===== src/rtl/ctrlPkg.sv =====
package ctrlPkg;

    // Instruction field widths and codes
    localparam int opcodeWidth = 6;

    localparam logic [opcodeWidth-1:0] opR      = 6'd0;
    localparam logic [opcodeWidth-1:0] opAddiu  = 6'd9;
    localparam logic [opcodeWidth-1:0] functAdd = 6'd32;

    // Step counter width that fits the longest state
    function automatic int unsigned stepBits(int unsigned waitCycles);
        int unsigned maxStep;
        maxStep = (waitCycles > 2) ? waitCycles : 2;
        return $clog2(maxStep + 1);
    endfunction

    typedef enum logic [1:0] {
        clsAdd,
        clsAddiu,
        clsInvalid
    } instrClass_t;

    typedef enum logic [2:0] {
        stReset,
        stFetch,
        stDecode,
        stAdd,
        stAddiu,
        stExcept,
        stHalt
    } state_t;

    typedef enum logic {
        srcAPc,
        srcARegA
    } aluSrcA_t;

    typedef enum logic [1:0] {
        srcBRegB,
        srcBFour,
        srcBSignImm,
        srcBBranchOff
    } aluSrcB_t;

    typedef enum logic {
        aluNone,
        aluAdd
    } aluOp_t;

    typedef enum logic {
        dstRt,
        dstRd
    } regDst_t;

    // Datapath mux still has a select port
    typedef enum logic {
        wbAluOut
    } memToReg_t;

    typedef enum logic {
        pcAluResult,
        pcExceptVector
    } pcSource_t;

    typedef enum logic {
        causeOpcode,
        causeOverflow
    } cause_t;

    typedef struct packed {
        aluSrcA_t   aluSrcA;
        aluSrcB_t   aluSrcB;
        aluOp_t     aluOperation;
        logic       aluOutWrite;
        logic       writeA;
        logic       writeB;
        logic       irWrite;
        pcSource_t  pcSource;
        logic       pcWrite;
        regDst_t    regDst;
        memToReg_t  memToReg;
        logic       regWr;
        logic       epcWrite;
        cause_t     cause;
    } ctrlWord_t;

    localparam ctrlWord_t ctrlIdle = '{
        aluSrcA:      srcAPc,
        aluSrcB:      srcBRegB,
        aluOperation: aluNone,
        aluOutWrite:  1'b0,
        writeA:       1'b0,
        writeB:       1'b0,
        irWrite:      1'b0,
        pcSource:     pcAluResult,
        pcWrite:      1'b0,
        regDst:       dstRt,
        memToReg:     wbAluOut,
        regWr:        1'b0,
        epcWrite:     1'b0,
        cause:        causeOpcode
    };

endpackage


===== src/rtl/opcodeDecoder.sv =====
`timescale 1ns/1ps

module opcodeDecoder
    import ctrlPkg::*;
(
    input  logic [opcodeWidth-1:0] opCode,
    input  logic [opcodeWidth-1:0] funct,
    output instrClass_t            instrClass
);

    // Anything but ADD and ADDIU traps
    always_comb begin
        instrClass = clsInvalid;
        case (opCode)
            opR: begin
                if (funct == functAdd) begin
                    instrClass = clsAdd;
                end
            end
            opAddiu: begin
                instrClass = clsAddiu;
            end
            default: begin
                instrClass = clsInvalid;
            end
        endcase
    end

endmodule


===== src/rtl/phaseSequencer.sv =====
`timescale 1ns/1ps

module phaseSequencer
    import ctrlPkg::*;
#(
    parameter int memWaitCycles = 3
) (
    input  logic                                 clk,
    input  logic                                 reset,
    input  instrClass_t                          instrClass,
    input  logic                                 overflow,
    output state_t                               state,
    output logic [stepBits(memWaitCycles)-1:0]   step,
    output logic                                 lastStep,
    output cause_t                               cause,
    output logic                                 resetOut
);

    localparam int stepWidth = stepBits(memWaitCycles);

    // Index of the final step in each state
    localparam logic [stepWidth-1:0] fetchLast  = stepWidth'(memWaitCycles);
    localparam logic [stepWidth-1:0] decodeLast = stepWidth'(1);
    localparam logic [stepWidth-1:0] addLast    = stepWidth'(2);
    localparam logic [stepWidth-1:0] addiuLast  = stepWidth'(1);

    // ADD samples overflow at the end of this step
    localparam logic [stepWidth-1:0] addCheckStep = stepWidth'(1);

    state_t nextState;
    cause_t nextCause;

    always_comb begin
        case (state)
            stFetch:  lastStep = (step == fetchLast);
            stDecode: lastStep = (step == decodeLast);
            stAdd:    lastStep = (step == addLast);
            stAddiu:  lastStep = (step == addiuLast);
            default:  lastStep = 1'b1;
        endcase
    end

    always_comb begin
        nextState = state;
        nextCause = cause;
        case (state)
            stReset: begin
                nextState = stFetch;
            end
            stFetch: begin
                if (lastStep) begin
                    nextState = stDecode;
                end
            end
            stDecode: begin
                if (lastStep) begin
                    case (instrClass)
                        clsAdd:   nextState = stAdd;
                        clsAddiu: nextState = stAddiu;
                        default: begin
                            nextState = stExcept;
                            nextCause = causeOpcode;
                        end
                    endcase
                end
            end
            stAdd: begin
                if (step == addCheckStep && overflow) begin
                    nextState = stExcept;
                    nextCause = causeOverflow;
                end else if (lastStep) begin
                    nextState = stFetch;
                end
            end
            stAddiu: begin
                if (lastStep) begin
                    nextState = stFetch;
                end
            end
            stExcept: begin
                nextState = stHalt;
            end
            default: begin
                // Halted until reset
                nextState = stHalt;
            end
        endcase
    end

    always_ff @(posedge clk) begin
        if (reset) begin
            state <= stReset;
            step  <= '0;
            cause <= causeOpcode;
        end else begin
            state <= nextState;
            cause <= nextCause;
            if (nextState != state || lastStep) begin
                step <= '0;
            end else begin
                step <= step + stepWidth'(1);
            end
        end
    end

    assign resetOut = (state == stReset);

endmodule


===== src/rtl/controlEncoder.sv =====
`timescale 1ns/1ps

module controlEncoder
    import ctrlPkg::*;
#(
    parameter int stepWidth = 2
) (
    input  state_t               state,
    input  logic [stepWidth-1:0] step,
    input  logic                 lastStep,
    input  cause_t               cause,
    output ctrlWord_t            ctrl
);

    localparam logic [stepWidth-1:0] computeStep = stepWidth'(0);
    localparam logic [stepWidth-1:0] writeStep   = stepWidth'(2);

    always_comb begin
        ctrl = ctrlIdle;
        case (state)
            stFetch: begin
                // PC + 4 while memory responds
                ctrl.aluSrcA      = srcAPc;
                ctrl.aluSrcB      = srcBFour;
                ctrl.aluOperation = aluAdd;
                ctrl.pcSource     = pcAluResult;
                if (lastStep) begin
                    ctrl.irWrite = 1'b1;
                    ctrl.pcWrite = 1'b1;
                end
            end

            stDecode: begin
                // Branch target computed ahead of dispatch
                ctrl.aluSrcA      = srcAPc;
                ctrl.aluSrcB      = srcBBranchOff;
                ctrl.aluOperation = aluAdd;
                ctrl.aluOutWrite  = 1'b1;
                ctrl.writeA       = 1'b1;
                ctrl.writeB       = 1'b1;
            end

            stAdd: begin
                if (step == computeStep) begin
                    ctrl.aluSrcA      = srcARegA;
                    ctrl.aluSrcB      = srcBRegB;
                    ctrl.aluOperation = aluAdd;
                    ctrl.aluOutWrite  = 1'b1;
                end else if (step == writeStep) begin
                    ctrl.regWr    = 1'b1;
                    ctrl.regDst   = dstRd;
                    ctrl.memToReg = wbAluOut;
                end
                // Step 1 stays idle while overflow is checked
            end

            stAddiu: begin
                if (lastStep) begin
                    ctrl.regWr    = 1'b1;
                    ctrl.regDst   = dstRt;
                    ctrl.memToReg = wbAluOut;
                end else begin
                    ctrl.aluSrcA      = srcARegA;
                    ctrl.aluSrcB      = srcBSignImm;
                    ctrl.aluOperation = aluAdd;
                    ctrl.aluOutWrite  = 1'b1;
                end
            end

            stExcept: begin
                ctrl.epcWrite = 1'b1;
                ctrl.pcWrite  = 1'b1;
                ctrl.pcSource = pcExceptVector;
                ctrl.cause    = cause;
            end

            default: begin
                // Reset and halt
                ctrl = ctrlIdle;
            end
        endcase
    end

endmodule


===== src/rtl/controlUnit.sv =====
`timescale 1ns/1ps

module controlUnit
    import ctrlPkg::*;
#(
    parameter int memWaitCycles = 3
) (
    input  logic                   clk,
    input  logic                   reset,
    input  logic [opcodeWidth-1:0] opCode,
    input  logic [opcodeWidth-1:0] funct,
    input  logic                   overflow,
    output ctrlWord_t              ctrl,
    output logic                   resetOut
);

    localparam int stepWidth = stepBits(memWaitCycles);

    instrClass_t          instrClass;
    state_t               state;
    logic [stepWidth-1:0] step;
    logic                 lastStep;
    cause_t               cause;

    opcodeDecoder opcodeDecoder_i (
        .opCode     (opCode),
        .funct      (funct),
        .instrClass (instrClass)
    );

    phaseSequencer #(
        .memWaitCycles (memWaitCycles)
    ) phaseSequencer_i (
        .clk        (clk),
        .reset      (reset),
        .instrClass (instrClass),
        .overflow   (overflow),
        .state      (state),
        .step       (step),
        .lastStep   (lastStep),
        .cause      (cause),
        .resetOut   (resetOut)
    );

    controlEncoder #(
        .stepWidth (stepWidth)
    ) controlEncoder_i (
        .state    (state),
        .step     (step),
        .lastStep (lastStep),
        .cause    (cause),
        .ctrl     (ctrl)
    );

endmodule


===== config.mk =====
export PLATFORM = sky130hd
export DESIGN_NAME = controlUnit
export DESIGN_NICKNAME = d
export VERILOG_FILES = /design/src/rtl/ctrlPkg.sv /design/src/rtl/opcodeDecoder.sv /design/src/rtl/phaseSequencer.sv /design/src/rtl/controlEncoder.sv /design/src/rtl/controlUnit.sv
export SDC_FILE = /design/constraint.sdc
export NUM_CORES = 1
export LEC_CHECK = 0
export ABC_AREA = 0
export BUFFER_PORTS_ARGS = -buffer_cell sky130_fd_sc_hd__buf_2
export CELL_PAD_IN_SITES_DETAIL_PLACEMENT = 1
export CELL_PAD_IN_SITES_GLOBAL_PLACEMENT = 2
export CORE_MARGIN = 2
export CORE_UTILIZATION = 23
export CTS_CLUSTER_SIZE = 12
export DETAILED_ROUTE_END_ITERATION = 8
export GPL_TIMING_DRIVEN = 0
export PLACE_DENSITY_LB_ADDON = 0.2
export SYNTH_ARGS = -nofsm -noshare
export SYNTH_HDL_FRONTEND = slang
export SYNTH_SLANG_ARGS = --single-unit

===== constraint.sdc =====
create_clock -name clk -period 1.8 [get_ports clk]
set_input_delay 0.09 -clock clk [delete_from_list [all_inputs] [get_ports clk]]
set_output_delay 0.09 -clock clk [all_outputs]
set_load 0.03 [all_outputs]

# Yosys cells after proc, flatten, opt, wreduce, memory -nomap -nowiden
# Index checks and enable logic that the tools add are counted.
[op_classes] addsub=1 eq_ne=15 muxes=26 reduce_logical=11
[ops] operator="$mux W3" count=6
[ops] operator="$pmux W4 S4" count=1
[ops] operator="$pmux W3 S5" count=1
[ops] operator="$pmux W3 S2" count=2
[ops] operator="$mux W5" count=2
[ops] operator="$pmux W2 S2" count=2
[ops] operator="$eq A3 B2 Y1 const B" count=2
[ops] operator="$eq A3 B3 Y1 const B" count=2
[ops] operator="$eq A6 B4 Y1 const B" count=1
[ops] operator="$eq A6 B6 Y1 const B" count=1
[ops] operator="$logic_not A6 Y1" count=1
[ops] operator="$mux W1" count=6
[ops] operator="$mux W2" count=3
[ops] operator="$ne A2 B2 Y1 const B" count=3
[ops] operator="$pmux W1 S3" count=2
[ops] operator="$reduce_or A2 Y1" count=3
[ops] operator="$eq A2 B1 Y1 const B" count=2
[ops] operator="$eq A2 B2 Y1 const B" count=2
[ops] operator="$logic_not A2 Y1" count=2
[ops] operator="$reduce_and A4 Y1" count=1
[ops] operator="$eq A3 B1 Y1 const B" count=1
[ops] operator="$logic_not A3 Y1" count=1
[ops] operator="$ne A3 B3 Y1" count=1
[ops] operator="$add A2 B1 Y2 const B" count=1
[ops] operator="4 further kinds" count=4
[totals] reg_bits=6 inputBits=15 wordCells=56

# Longest topological paths before layout
[depth] word_depth=10 ltp_mapped=7

# Hierarchy
# Synthesis repeated with hierarchy kept, for this count alone.
[hier_totals] hier_cells=83 area_unflattened_um2=655.6
[by_module_without_submodules] module="phaseSequencer" instances=1 cells_per_inst=47 area_each_um2=404.1
[by_module_without_submodules] module="controlEncoder" instances=1 cells_per_inst=30 area_each_um2=192.7
[by_module_without_submodules] module="opcodeDecoder" instances=1 cells_per_inst=6 area_each_um2=58.8

# Worst setup path after synthesis
# OpenSTA, ideal clock, no wires.
[synth_path] kind="register to output" from="register phaseSequencer_i.state[2]" to="output port ctrl[2] (netlist bit)" arrival_ps=1645 t_required_ps=1710 path_slack_ps=65 path_stages_with_launch=5 n_path_buf=2 cell_sequence="dfxtp_1 > clkbuf_1 > clkbuf_1 > nand2_1 > o32ai_1"
[synth_lines] element="start: declaration" line="phaseSequencer.sv:12" text="output state_t state,"
[synth_lines] element="start signal: assignment" line="phaseSequencer.sv:92" text="state <= stReset;"
[synth_lines] element="start signal: assignment" line="phaseSequencer.sv:96" text="state <= nextState;"
[synth_lines] element="end: declaration" line="controlUnit.sv:13" text="output ctrlWord_t ctrl,"

==> out/results.ini <==
[sta]
min_period_ns=1.670
hold_violations=0
slew_viol_final=0
fmax_ghz=0.5988
slew_headroom=0.6583
setup_viol=0
rsz0062_at_grt=true
tightest_slew_ns=0.5079
period_share=0.9278
skew_ns=0.004305

[floorplan]
core_mm2=0.002710
die_h_um=57.09
dieArea_mm2=0.003259
fp.dieW_um=57.09
initial_core_util=0.2392
std_cell_rows=19
ios=31

[synthesis]
ys_top_cells_by_area=dfxtp_1, ha_1, nor2_1
synth-edff-count=0
synthArstFlopShare=0
synth_nets=108
ys_ff_latch=6
netlist_area_um2=648.1
yosysUniqueCellTypes=38
ys_seq_area_frac=0.1853
ys.flop_type=dfxtp_1
synth_top_area_frac=0.1853
avgSynthCellArea_um2=7.282
ys.warnings.count=0
synthCells=89
yosysTopAreaCell=dfxtp_1

[setup_path]
path_class=reg -> out
endpoint_kind=output port
cp_slowest_cell=dfxtp_1
worst_setup_path_start_kind=flop
worst_r2r_startpoint=phaseSequencer_i.step[1]$_SDFF_PP0_
slowest_delay_ns=0.52
cp_data_required_time_ns=1.71
critical_path.max_fanout=10
path_cells=clkbuf_2 -> nand2_1 -> o32ai_1 -> buf_2
worst_ep_arrival_time_ns=1.58
startpoint=phaseSequencer_i.state[2]$_SDFF_PP0_

[clock_tree]
cts_tree=done
numCtsBuffers=3
htree_levels=1
clock_path_buffers=2
ctsHoldBuffers=0
cts_setup_buffers=0
clock_latency_ns=0.24
clkSinkCount=6
cts_resized=2
cts-root-buf=clkbuf_4
clk_pin_slew_ns=0.05

[placed_design]
dp_cells=149
port_buffers=29
gp_congestion=0.7569
dpl.hpwl_um=1603

[job]
cap_violations=0

[finish]
layout.cells.non_filler=151
regArea_um2=120.1
drive_gt1_frac=0.3833
diodes=0
n_fill_cell=362
area_delta_synth_final_pct=33.78
fin_util=0.3199
nNetsFinal=141
multi_input_comb_area_um2=470.5

[detailed_routing]
drt_pass1_iterations=4
drtAntennaViolNets=0
drtIter0Drc=14
routed_via_density=4.987
num_vias=753
remaining_drc_errors=0
wl_um=1974
wl_per_cell_um=13.07

[power]
leakagePower_nw=0.4015
power_mw=0.3638
irDropWorstVdd_mv=0.1413
power_per_cell_area_mw_per_mm2=419.5

[grt]
grtUsageTotal=0.1358
grt_pass1_vias=773
grt_pass1_wl_um=3512
gr-total-overflow=0
grt_max_degree=11
grt_antenna_before_repair=0

[status]
status=complete, no violations

[min_path]
hold_start=reset
hp-class=in -> reg

worst max-delay path: cells and delay by family, from the launching register on:
kind                   cells  cell delay [ns]
flip-flops                 1             0.52
AND/OR/NAND/NOR            1             0.08
AO/OA/AOI/OAI              1             0.21
buffers and inverters      2             0.54
per-stage QoR:
step / cell area, um2 / TNS, ns / hold WS, ns / setup WS (ns)
after floorplan: 648.1 / 0 / 0.1594 / 0.06482
after global placement: 832.0 / 0 / 0.3666 / 0.02400
after detailed placement: 832.0 / 0 / 0.3790 / 0.007804
after CTS: 853.3 / 0 / 0.1183 / 0.04658
after global routing: 867.1 / -0.02830 / 0.1432 / -0.01770
final: 867.1 / 0 / 0.1250 / 0.1300
layout make-up:
type                    count  share of cell area
inverters                   6             0.02597
multi-input cells          68              0.5426
clock buffers               3             0.02597
well taps                  31             0.04473
flip-flops and latches      6              0.1385
repair buffers             29              0.1674
plain buffers               8             0.05483
cells in the final DEF, fill, tap and decap left out, types with 3 or more instances in the layout:
master	instances
buf_4	3
nor3_1	3
clkbuf_4	3
nand2b_1	5
nor2_1	9
a31oi_1	5
dfxtp_1	6
o21ai_0	4
inv_1	6
buf_2	32
nor2b_1	5
ha_1	4
a21oi_1	3
worst paths after layout:
path                                                        endpoint  depth (start not counted)  slack, ns
worst min register to register   phaseSequencer_i.step[0]$_SDFF_PP0_                          1       0.50
worst max register to register  phaseSequencer_i.state[1]$_SDFF_PP0_                          7       0.15
worst min-delay path            phaseSequencer_i.state[2]$_SDFF_PP0_                          2       0.13
worst max-delay path                                         ctrl[2]                          4       0.13
Yosys cell counts, types with 2 or more instances:
library cell,n
inv_1,6
ha_1,4
o21ai_0,4
o22ai_1,2
a21oi_1,3
dfxtp_1,6
clkbuf_1,4
nor3_1,3
nand3_1,2
a31oi_1,5
buf_2,2
nor4b_1,3
nor2_1,9
nor2b_1,5
nand2b_1,5
nand2_1,2
buf_4,3
sequential cells by signal, summed over array words and instances, names as in the netlist:
signal	flops
phaseSequencer_i.state	3
phaseSequencer_i.step	2
phaseSequencer_i.cause	1
power by group:
group | internal (mW) | switching [mW] | leakage [nW]
Combinational | 0.0407 | 0.0550 | 0.339
Clock | 0.0754 | 0.0475 | 0.0138
Sequential | 0.138 | 0.00686 | 0.0490
Total | 0.254 | 0.109 | 0.402
kinds of logic after synthesis:
group | Yosys count | synth area share
buffers and inverters | 15 | 0.1081
adder cells (fa/ha/maj) | 4 | 0.07722
other | 1 | 0.005786
AO/OA/AOI/OAI | 21 | 0.2104
multiplexers | 2 | 0.03282
AND/OR/NAND/NOR | 40 | 0.3803
flip-flops | 6 | 0.1853
routing by layer:
metal  wire length (um)  vias to the layer above  GRT usage  share of wire
met5                  0                        -          0              0
met4                 21                        0    0.06977          0.011
met3                 99                        2   0.009070          0.050
met2                943                       26     0.2315           0.48
met1                908                      341     0.1717           0.46
li1                   -                      384          -              -
Power figures use the tool's default switching activity.
